File: src/hw/link_test_pkg.sv
package link_test_pkg;

    // ------------------------------------------------------------------
    // widths
    // ------------------------------------------------------------------

    // one frame byte on the MAC-style ports
    localparam int DATA_W = 8;

    // software register width
    localparam int REG_W = 16;

    // frame length field, frames run from 4 to 255 bytes
    localparam int LEN_W = 8;

    // good and bad frame counters, saturating
    localparam int CNT_W = 16;

    // length limits and reset value
    localparam logic [LEN_W-1:0] MIN_LEN = 8'd4;
    localparam logic [LEN_W-1:0] RST_LEN = 8'd64;

    // ------------------------------------------------------------------
    // encodings
    // ------------------------------------------------------------------

    // register map
    // ctrl: bit 0 run, bit 1 led_off
    // good and bad are read-only, writing either clears both counters
    typedef enum logic [1:0] {
        REG_CTRL = 2'd0,
        REG_LEN  = 2'd1,
        REG_GOOD = 2'd2,
        REG_BAD  = 2'd3
    } reg_addr_t;

    // frame generator states
    typedef enum logic [1:0] {
        GEN_IDLE = 2'd0,
        GEN_SEND = 2'd1,
        GEN_GAP  = 2'd2
    } gen_state_t;

endpackage

File: src/hw/frame_chk.sv
`timescale 1ns/1ps

module frame_chk (
    input  logic                             clk20_g,
    input  logic                             reset_i,
    input  logic                             run_i,
    input  logic [link_test_pkg::LEN_W-1:0]  frame_len_i,
    input  logic                             cnt_clr_i,
    input  logic [link_test_pkg::DATA_W-1:0] rx_data_i,
    input  logic                             rx_valid_i,
    input  logic                             rx_sof_i,
    input  logic                             rx_eof_i,
    input  logic                             rx_fr_good_i,
    input  logic                             rx_fr_err_i,
    output logic [link_test_pkg::CNT_W-1:0]  good_cnt_o,
    output logic [link_test_pkg::CNT_W-1:0]  bad_cnt_o,
    output logic                             err_o
);
    import link_test_pkg::*;

    logic              run_q;
    logic              run_rise;
    logic              restart_pend_q;
    logic              restart;
    logic              sof_v;
    logic              eof_v;
    logic [DATA_W-1:0] exp_num_q;
    logic [DATA_W-1:0] frame_base;
    logic [DATA_W-1:0] cur_num;
    logic [DATA_W-1:0] exp_byte;
    logic [LEN_W-1:0]  idx_q;
    logic [LEN_W-1:0]  idx_cur;
    logic [LEN_W-1:0]  len_q;
    logic [LEN_W-1:0]  len_cur;
    logic              len_bad;
    logic              byte_fault;
    logic              fault_q;
    logic              frame_bad;

    assign sof_v = rx_valid_i & rx_sof_i;
    assign eof_v = rx_valid_i & rx_eof_i;

    // a run restart only takes effect at the next sof, so the frame
    // still in flight keeps its old number
    assign run_rise   = run_i & ~run_q;
    assign restart    = run_rise | restart_pend_q;
    assign frame_base = restart ? '0 : exp_num_q;

    // number and index of the byte on the port this cycle
    assign cur_num  = sof_v ? frame_base : exp_num_q;
    assign idx_cur  = sof_v ? '0 : idx_q;
    assign len_cur  = sof_v ? frame_len_i : len_q;
    assign exp_byte = cur_num + DATA_W'(idx_cur);

    // eof must sit exactly on the last byte
    assign len_bad = eof_v ? (idx_cur != len_cur - 1'b1)
                           : (idx_cur >= len_cur - 1'b1);

    assign byte_fault = (rx_data_i != exp_byte) | len_bad | rx_fr_err_i |
                        (eof_v & ~rx_fr_good_i);
    assign frame_bad  = byte_fault | (fault_q & ~sof_v);

    // ------------------------------------------------------------------
    // frame tracking
    // ------------------------------------------------------------------
    always_ff @(posedge clk20_g) begin
        if (reset_i) begin
            run_q          <= 1'b0;
            restart_pend_q <= 1'b0;
            exp_num_q      <= '0;
            idx_q          <= '0;
            fault_q        <= 1'b0;
        end else begin
            run_q <= run_i;
            if (run_rise) begin
                restart_pend_q <= 1'b1;
            end
            if (rx_valid_i) begin
                // index saturates so an overlong frame cannot wrap
                idx_q   <= (idx_cur == '1) ? idx_cur : idx_cur + 1'b1;
                fault_q <= frame_bad;
                if (sof_v) begin
                    restart_pend_q <= 1'b0;
                    exp_num_q      <= frame_base;
                end
                // number advances at every eof, good or bad
                if (eof_v) begin
                    exp_num_q <= cur_num + 1'b1;
                end
            end
        end
    end

    // length is taken at sof
    always_ff @(posedge clk20_g) begin
        if (sof_v) begin
            len_q <= frame_len_i;
        end
    end

    // ------------------------------------------------------------------
    // counters and sticky error
    // ------------------------------------------------------------------
    always_ff @(posedge clk20_g) begin
        if (reset_i) begin
            good_cnt_o <= '0;
            bad_cnt_o  <= '0;
            err_o      <= 1'b0;
        end else if (cnt_clr_i) begin
            good_cnt_o <= '0;
            bad_cnt_o  <= '0;
            err_o      <= 1'b0;
        end else if (eof_v) begin
            if (frame_bad) begin
                err_o <= 1'b1;
                if (bad_cnt_o != '1) begin
                    bad_cnt_o <= bad_cnt_o + 1'b1;
                end
            end else if (good_cnt_o != '1) begin
                good_cnt_o <= good_cnt_o + 1'b1;
            end
        end
    end

endmodule

File: src/hw/frame_gen.sv
`timescale 1ns/1ps

module frame_gen #(
    parameter int GAP_CYCLES = 12
) (
    input  logic                             clk20_g,
    input  logic                             reset_i,
    input  logic                             run_i,
    input  logic [link_test_pkg::LEN_W-1:0]  frame_len_i,
    output logic [link_test_pkg::DATA_W-1:0] tx_data_o,
    output logic                             tx_valid_o,
    output logic                             tx_sof_o,
    output logic                             tx_eof_o
);
    import link_test_pkg::*;

    localparam int GAP_W = $clog2(GAP_CYCLES + 1);

    gen_state_t        state_q;
    logic              run_q;
    logic              run_rise;
    logic [LEN_W-1:0]  len_q;
    logic [LEN_W-1:0]  byte_idx_q;
    logic [GAP_W-1:0]  gap_cnt_q;
    logic [DATA_W-1:0] frame_num_q;
    logic [DATA_W-1:0] num_next;
    logic [DATA_W-1:0] byte_val_q;
    logic              gap_done;
    logic              last_byte;
    logic              frame_start;

    // numbering starts over on every rising edge of run
    assign run_rise = run_i & ~run_q;
    assign num_next = run_rise ? '0 : frame_num_q;

    assign gap_done  = (gap_cnt_q == GAP_W'(GAP_CYCLES - 1));
    assign last_byte = (byte_idx_q == len_q - 1'b1);

    // a new frame may begin from idle, or right after a full gap
    assign frame_start = run_i &
                         ((state_q == GEN_IDLE) || (state_q == GEN_GAP && gap_done));

    // ------------------------------------------------------------------
    // control FSM and strobes
    // ------------------------------------------------------------------
    always_ff @(posedge clk20_g) begin
        if (reset_i) begin
            state_q     <= GEN_IDLE;
            run_q       <= 1'b0;
            byte_idx_q  <= '0;
            gap_cnt_q   <= '0;
            frame_num_q <= '0;
            tx_valid_o  <= 1'b0;
            tx_sof_o    <= 1'b0;
            tx_eof_o    <= 1'b0;
        end else begin
            run_q      <= run_i;
            tx_valid_o <= 1'b0;
            tx_sof_o   <= 1'b0;
            tx_eof_o   <= 1'b0;

            if (run_rise) begin
                frame_num_q <= '0;
            end

            case (state_q)
                GEN_SEND: begin
                    tx_valid_o <= 1'b1;
                    tx_sof_o   <= (byte_idx_q == '0);
                    tx_eof_o   <= last_byte;
                    byte_idx_q <= byte_idx_q + 1'b1;
                    if (last_byte) begin
                        state_q   <= GEN_GAP;
                        gap_cnt_q <= '0;
                    end
                end
                GEN_GAP: begin
                    gap_cnt_q <= gap_cnt_q + 1'b1;
                    // stays idle unless run is still set, see frame_start
                    if (gap_done) begin
                        state_q <= GEN_IDLE;
                    end
                end
                default: begin
                end
            endcase

            if (frame_start) begin
                state_q     <= GEN_SEND;
                byte_idx_q  <= '0;
                frame_num_q <= num_next + 1'b1;
            end
        end
    end

    // byte pattern, frame number plus byte index
    always_ff @(posedge clk20_g) begin
        if (frame_start) begin
            len_q      <= frame_len_i;
            byte_val_q <= num_next;
        end else if (state_q == GEN_SEND) begin
            byte_val_q <= byte_val_q + 1'b1;
        end
        if (state_q == GEN_SEND) begin
            tx_data_o <= byte_val_q;
        end
    end

endmodule

File: src/hw/led_blink.sv
`timescale 1ns/1ps

module led_blink #(
    parameter int CLK_PER_US    = 20,
    parameter int BLINK_HALF_MS = 125
) (
    input  logic clk20_g,
    input  logic reset_i,
    input  logic err_i,
    input  logic led_off_i,
    output logic led_o
);

    localparam int US_PER_MS = 1000;
    localparam int US_W      = $clog2(CLK_PER_US + 1);
    localparam int MS_W      = $clog2(US_PER_MS + 1);
    localparam int HALF_W    = $clog2(BLINK_HALF_MS + 1);

    logic [US_W-1:0]   us_cnt_q;
    logic [MS_W-1:0]   ms_cnt_q;
    logic [HALF_W-1:0] half_cnt_q;
    logic              us_tick;
    logic              ms_wrap;
    logic              ms_tick;
    logic              phase_q;

    assign us_tick = (us_cnt_q == US_W'(CLK_PER_US - 1));
    assign ms_wrap = (ms_cnt_q == MS_W'(US_PER_MS - 1));
    assign ms_tick = us_tick & ms_wrap;

    // clock -> us -> ms -> blink phase
    always_ff @(posedge clk20_g) begin
        if (reset_i) begin
            us_cnt_q   <= '0;
            ms_cnt_q   <= '0;
            half_cnt_q <= '0;
            phase_q    <= 1'b0;
        end else begin
            us_cnt_q <= us_tick ? '0 : us_cnt_q + 1'b1;
            if (us_tick) begin
                ms_cnt_q <= ms_wrap ? '0 : ms_cnt_q + 1'b1;
            end
            if (ms_tick) begin
                if (half_cnt_q == HALF_W'(BLINK_HALF_MS - 1)) begin
                    half_cnt_q <= '0;
                    phase_q    <= ~phase_q;
                end else begin
                    half_cnt_q <= half_cnt_q + 1'b1;
                end
            end
        end
    end

    // off wins, then steady on for a seen error, else blink
    assign led_o = led_off_i ? 1'b0 : (err_i | phase_q);

endmodule

File: src/hw/link_test_top.sv
`timescale 1ns/1ps

module link_test_top #(
    parameter int GAP_CYCLES    = 12,
    parameter int CLK_PER_US    = 20,
    parameter int BLINK_HALF_MS = 125
) (
    input  logic                             clk20_g,
    input  logic                             reset_i,
    // register port
    input  logic                             reg_we_i,
    input  link_test_pkg::reg_addr_t         reg_addr_i,
    input  logic [link_test_pkg::REG_W-1:0]  reg_wdata_i,
    output logic [link_test_pkg::REG_W-1:0]  reg_rdata_o,
    // transmit port
    output logic [link_test_pkg::DATA_W-1:0] tx_data_o,
    output logic                             tx_valid_o,
    output logic                             tx_sof_o,
    output logic                             tx_eof_o,
    // receive port, looped back off chip
    input  logic [link_test_pkg::DATA_W-1:0] rx_data_i,
    input  logic                             rx_valid_i,
    input  logic                             rx_sof_i,
    input  logic                             rx_eof_i,
    input  logic                             rx_fr_good_i,
    input  logic                             rx_fr_err_i,
    // status
    output logic                             err_o,
    output logic                             led_o
);
    import link_test_pkg::*;

    logic             run;
    logic [LEN_W-1:0] frame_len;
    logic             led_off;
    logic             cnt_clr;
    logic [CNT_W-1:0] good_cnt;
    logic [CNT_W-1:0] bad_cnt;

    test_regs u_regs (
        .clk20_g     (clk20_g),
        .reset_i     (reset_i),
        .reg_we_i    (reg_we_i),
        .reg_addr_i  (reg_addr_i),
        .reg_wdata_i (reg_wdata_i),
        .good_cnt_i  (good_cnt),
        .bad_cnt_i   (bad_cnt),
        .reg_rdata_o (reg_rdata_o),
        .run_o       (run),
        .frame_len_o (frame_len),
        .led_off_o   (led_off),
        .cnt_clr_o   (cnt_clr)
    );

    frame_gen #(
        .GAP_CYCLES (GAP_CYCLES)
    ) u_gen (
        .clk20_g     (clk20_g),
        .reset_i     (reset_i),
        .run_i       (run),
        .frame_len_i (frame_len),
        .tx_data_o   (tx_data_o),
        .tx_valid_o  (tx_valid_o),
        .tx_sof_o    (tx_sof_o),
        .tx_eof_o    (tx_eof_o)
    );

    frame_chk u_chk (
        .clk20_g      (clk20_g),
        .reset_i      (reset_i),
        .run_i        (run),
        .frame_len_i  (frame_len),
        .cnt_clr_i    (cnt_clr),
        .rx_data_i    (rx_data_i),
        .rx_valid_i   (rx_valid_i),
        .rx_sof_i     (rx_sof_i),
        .rx_eof_i     (rx_eof_i),
        .rx_fr_good_i (rx_fr_good_i),
        .rx_fr_err_i  (rx_fr_err_i),
        .good_cnt_o   (good_cnt),
        .bad_cnt_o    (bad_cnt),
        .err_o        (err_o)
    );

    // activity LED follows the sticky checker error
    led_blink #(
        .CLK_PER_US    (CLK_PER_US),
        .BLINK_HALF_MS (BLINK_HALF_MS)
    ) u_led (
        .clk20_g   (clk20_g),
        .reset_i   (reset_i),
        .err_i     (err_o),
        .led_off_i (led_off),
        .led_o     (led_o)
    );

endmodule

File: src/hw/test_regs.sv
`timescale 1ns/1ps

module test_regs (
    input  logic                             clk20_g,
    input  logic                             reset_i,
    input  logic                             reg_we_i,
    input  link_test_pkg::reg_addr_t         reg_addr_i,
    input  logic [link_test_pkg::REG_W-1:0]  reg_wdata_i,
    input  logic [link_test_pkg::CNT_W-1:0]  good_cnt_i,
    input  logic [link_test_pkg::CNT_W-1:0]  bad_cnt_i,
    output logic [link_test_pkg::REG_W-1:0]  reg_rdata_o,
    output logic                             run_o,
    output logic [link_test_pkg::LEN_W-1:0]  frame_len_o,
    output logic                             led_off_o,
    output logic                             cnt_clr_o
);
    import link_test_pkg::*;

    logic [LEN_W-1:0] len_clamped;

    // written lengths are pulled into the 4 to 255 range
    assign len_clamped = (|reg_wdata_i[REG_W-1:LEN_W])         ? '1      :
                         (reg_wdata_i[LEN_W-1:0] < MIN_LEN)    ? MIN_LEN :
                                                                 reg_wdata_i[LEN_W-1:0];

    // clear acts at the write edge itself
    assign cnt_clr_o = reg_we_i & ((reg_addr_i == REG_GOOD) || (reg_addr_i == REG_BAD));

    // ------------------------------------------------------------------
    // write side
    // ------------------------------------------------------------------
    always_ff @(posedge clk20_g) begin
        if (reset_i) begin
            run_o       <= 1'b0;
            led_off_o   <= 1'b0;
            frame_len_o <= RST_LEN;
        end else if (reg_we_i) begin
            case (reg_addr_i)
                REG_CTRL: begin
                    run_o     <= reg_wdata_i[0];
                    led_off_o <= reg_wdata_i[1];
                end
                REG_LEN: begin
                    frame_len_o <= len_clamped;
                end
                default: begin
                end
            endcase
        end
    end

    // ------------------------------------------------------------------
    // read side, one cycle after the address
    // ------------------------------------------------------------------
    always_ff @(posedge clk20_g) begin
        case (reg_addr_i)
            REG_CTRL: reg_rdata_o <= REG_W'({led_off_o, run_o});
            REG_LEN:  reg_rdata_o <= REG_W'(frame_len_o);
            REG_GOOD: reg_rdata_o <= REG_W'(good_cnt_i);
            default:  reg_rdata_o <= REG_W'(bad_cnt_i);
        endcase
    end

endmodule

File: config.mk
export PLATFORM = sky130hd
export DESIGN_NAME = link_test_top
export DESIGN_NICKNAME = d
export VERILOG_FILES = /design/src/hw/link_test_pkg.sv /design/src/hw/frame_chk.sv /design/src/hw/frame_gen.sv /design/src/hw/led_blink.sv /design/src/hw/link_test_top.sv /design/src/hw/test_regs.sv
export SDC_FILE = /design/constraint.sdc
export NUM_CORES = 1
export LEC_CHECK = 0
export BUFFER_PORTS_ARGS = -buffer_cell sky130_fd_sc_hd__buf_4
export CORE_MARGIN = 3
export CORE_UTILIZATION = 60
export CTS_BUF_LIST = sky130_fd_sc_hd__clkbuf_8
export CTS_CLUSTER_DIAMETER = 40
export DETAILED_ROUTE_END_ITERATION = 10
export PLACE_DENSITY_LB_ADDON = 0.1
export SETUP_SLACK_MARGIN = 0.1
export SYNTH_ARGS = -nofsm -noshare
export SYNTH_HDL_FRONTEND = slang
export SYNTH_SLANG_ARGS = --single-unit
export TNS_END_PERCENT = 20
File: constraint.sdc
create_clock -name clk20_g -period 7.2 [get_ports clk20_g]
set_input_delay 1.08 -clock clk20_g [delete_from_list [all_inputs] [get_ports clk20_g]]
set_output_delay 1.08 -clock clk20_g [all_outputs]
set_load 0.005 [all_outputs]
==> results.sh <==
export IMPL_critical_path_top_delay_family="simple AND/OR/NAND/NOR gates"
export IMPL_worst_skew_pair_late_latency_ps=450
export IMPL_gr_total_overflow=0
export IMPL_synth_cells=873
export IMPL_placed_area_mm2=0.00840
export IMPL_routed_wl_um=16800
export IMPL_final_common_cell="dfxtp_1"
export IMPL_n_fill_cell=1006
export IMPL_min_path_type="register to register"
export IMPL_dp_slack_ps=2320
export IMPL_grt_usage=0.238
export IMPL_cts_max_path_buffers=2
export IMPL_numCtsBuffers=17
export IMPL_setup_slack_ps=2740
export IMPL_layout_common_cells="dfxtp_1 (134), nor2_1 (117), nand2_1 (84)"
export IMPL_cts_resized=0
export IMPL_critPathMaxStageDelay_ps=420
export IMPL_intPower_mw=1.38
export IMPL_antenna_found_initial=0
export IMPL_ys_ff_latch=158
export IMPL_diodes=0
export IMPL_max_slew_margin=0.193
export IMPL_gp_congestion=0.869
export IMPL_seq_power_share=0.516
export IMPL_power_density_mw_per_mm2=205
export IMPL_wl_per_cell_um=15.2
export IMPL_status="completed"
export IMPL_cap_violations=0
export IMPL_grt_pass1_vias=6108
export IMPL_synth_async_sr_flop_share=0
export IMPL_tightest_slew_ps=1210
export IMPL_rows=41
export IMPL_syn_nets=939
export IMPL_synth_area_mm2=0.00786
export IMPL_final_cell_area_mm2=0.00884
export IMPL_path_clk_slew_ps=80
export IMPL_htree_levels=4
export IMPL_drv_slew=0
export IMPL_combPwrFrac=0.091
export IMPL_finalCritPeriodShare=0.619
export IMPL_swShare=0.238
export IMPL_die_h_um=120
export IMPL_tns_ps=0
export IMPL_cp_required_ps=7540
export IMPL_dp_cells=1075
export IMPL_cp_max_fo=22
export IMPL_yosys_warnings=0
export IMPL_cp_start_kind="input port"
export IMPL_cts_setup_buffers=0
export IMPL_p_leak_nw=3.52
export IMPL_nets=988
export IMPL_ys_types=62
export IMPL_start_util=0.618
export IMPL_finalHoldViolCount=0
export IMPL_io_pins=63
export IMPL_path_common_cell="nor2_1"
export IMPL_avgSynthCellArea_um2=9.00
export IMPL_cp_cell_sequence="buf_4, nand2_2, mux2i_1, nand2b_1, or2_2, nor2_1, nand2_1, nor2_1, xnor2_1, ha_1, nand4_1, nor2_1, a31oi_1, nor4_1, nand4_1, buf_4, nor4_2, a21oi_1, a31o_2"
export IMPL_synth_edff_count=24
export IMPL_grt_setup_unrepaired="no"
export IMPL_core_area_mm2=0.0127
export IMPL_avgViaCountPerCell=5.62
export IMPL_cts_tree="built"
export IMPL_max_freq_mhz=224
export IMPL_cpMaxStageDelayCell="nor4_2"
export IMPL_setup_viol=0
export IMPL_die_area_mm2=0.0145
export IMPL_grt_pass1_wl_um=28200
export IMPL_layout_drive_gt1_share=0.133
export IMPL_syn2layout_area_growth_pct=12.5
export IMPL_ys_seq_area_frac=0.433
export IMPL_drt_pass1_iter_count=5
export IMPL_crit_path_end_kind="register"
export IMPL_io_buffers=62
export IMPL_cts_root_buf="clkbuf_8"
export IMPL_die_w_um=120
export IMPL_clock_power_share=0.392
export IMPL_dpl_hpwl_um=12200
export IMPL_drt_first_iter_violations=421
export IMPL_crit_arrival_ps=4800
export IMPL_cp_num_buf_inv=2
export IMPL_detail_route_antenna_nets=0
export IMPL_crit_type="input port to register"
export IMPL_max_vdd_ir_drop_mv=0.106
export IMPL_min_period_ps=4460
export IMPL_cts_sinks=158
export IMPL_skew_ps=14.4
export IMPL_synth_flop_cell="dfxtp_1"
export IMPL_power_mw=1.81
export IMPL_grt_start_max_net_pins=58
export IMPL_drc=0
export IMPL_layoutNonFillerInstCount=1107
export IMPL_vias=6222
export IMPL_cts_hold_buf=0
export IMPL_p_sw_mw=0.433
synth_stat cells (4+ instances only):
master | n | area [um^2]
a211oi_1 | 5 | 37.5
a21oi_1 | 39 | 195
a22o_1 | 6 | 52.6
a31o_2 | 7 | 61.3
a31oi_1 | 5 | 31.3
and2_1 | 18 | 113
and3_1 | 14 | 87.6
and4_1 | 5 | 43.8
buf_2 | 4 | 20.0
clkbuf_1 | 24 | 90.1
dfxtp_1 | 134 | 2680
edfxtp_1 | 24 | 721
ha_1 | 31 | 388
inv_1 | 28 | 105
mux2_2 | 6 | 67.6
mux2i_1 | 23 | 230
nand2_1 | 84 | 315
nand2b_1 | 13 | 81.3
nand3_1 | 38 | 190
nand3b_1 | 4 | 30.0
nand4_1 | 13 | 81.3
nor2_1 | 117 | 439
nor2b_1 | 16 | 100
nor3_1 | 28 | 140
nor3_2 | 6 | 60.1
nor4_1 | 5 | 31.3
o21ai_0 | 21 | 105
xnor2_1 | 65 | 569
xor2_1 | 34 | 298
metrics by stage:
stage	hold slack, ps	util
floorplan	433	-
detailed placement	461	0.660
global placement	449	0.660
global route	488	0.695
CTS	473	0.695
finish	473	0.695
routing by layer:
metal	GRT usage	vias to the layer above	routed length, um
met5	0	-	0
met4	0.0935	0	351
met3	0.0533	28	708
met2	0.404	159	8220
met1	0.295	2940	7500
li1	-	3095	-
area by class of cell:
cell class                 count  area (um^2)  area share
sequential                   158         3400       0.385
tap                          172          215      0.0244
timing repair buffer          64          480      0.0544
clock buffer                  19          262      0.0296
clock inverter                13          173      0.0195
multi-input combinational    653         4200       0.475
inverter                      28          105      0.0119
power by group through the flow:
| stage | clock, mW | combinational [mW] | sequential, mW |
|---|---|---|---|
| after floorplan | 0 | 0.117 | 0.952 |
| after global placement | 0 | 0.156 | 0.956 |
| after detailed placement | 0 | 0.163 | 0.958 |
| after CTS | 0.723 | 0.164 | 0.937 |
| after global routing | 0.762 | 0.186 | 0.940 |
| final | 0.712 | 0.165 | 0.937 |
worst paths after layout:
path,startpoint,to,slack (ps),cells after the start
max,rx_valid_i,u_chk.good_cnt_o[13],2740,19
min,u_led.us_cnt_q[0],u_led.us_cnt_q[0],470,1
max reg2reg,u_regs.run_o,u_chk.good_cnt_o[13],3250,14
min reg2reg,u_led.us_cnt_q[0],u_led.us_cnt_q[0],470,1
registers in the layout, summed over array words and instances (netlist names), 8 cells and up:
| name | flops |
|---|---|
| u_chk.bad_cnt_o | 16 |
| u_chk.exp_num_q | 8 |
| u_chk.good_cnt_o | 16 |
| u_chk.idx_q | 8 |
| u_chk.len_q | 8 |
| u_gen.byte_idx_q | 8 |
| u_gen.byte_val_q | 8 |
| u_gen.frame_num_q | 8 |
| u_gen.len_q | 8 |
| u_gen.tx_data_o | 8 |
| u_led.ms_cnt_q | 10 |
| u_regs.frame_len_o | 8 |
| u_regs.reg_rdata_o | 16 |
kinds of logic after synthesis:
logic type      Yosys count  share of synthesized area
flops                   158                      0.433
buf+inv                  62                     0.0326
xor+xnor                 99                      0.110
simple gates            383                      0.241
fa+ha+maj                32                     0.0519
compound gates          108                     0.0877
mux                      31                     0.0436
(Power assumes the default switching activity.)
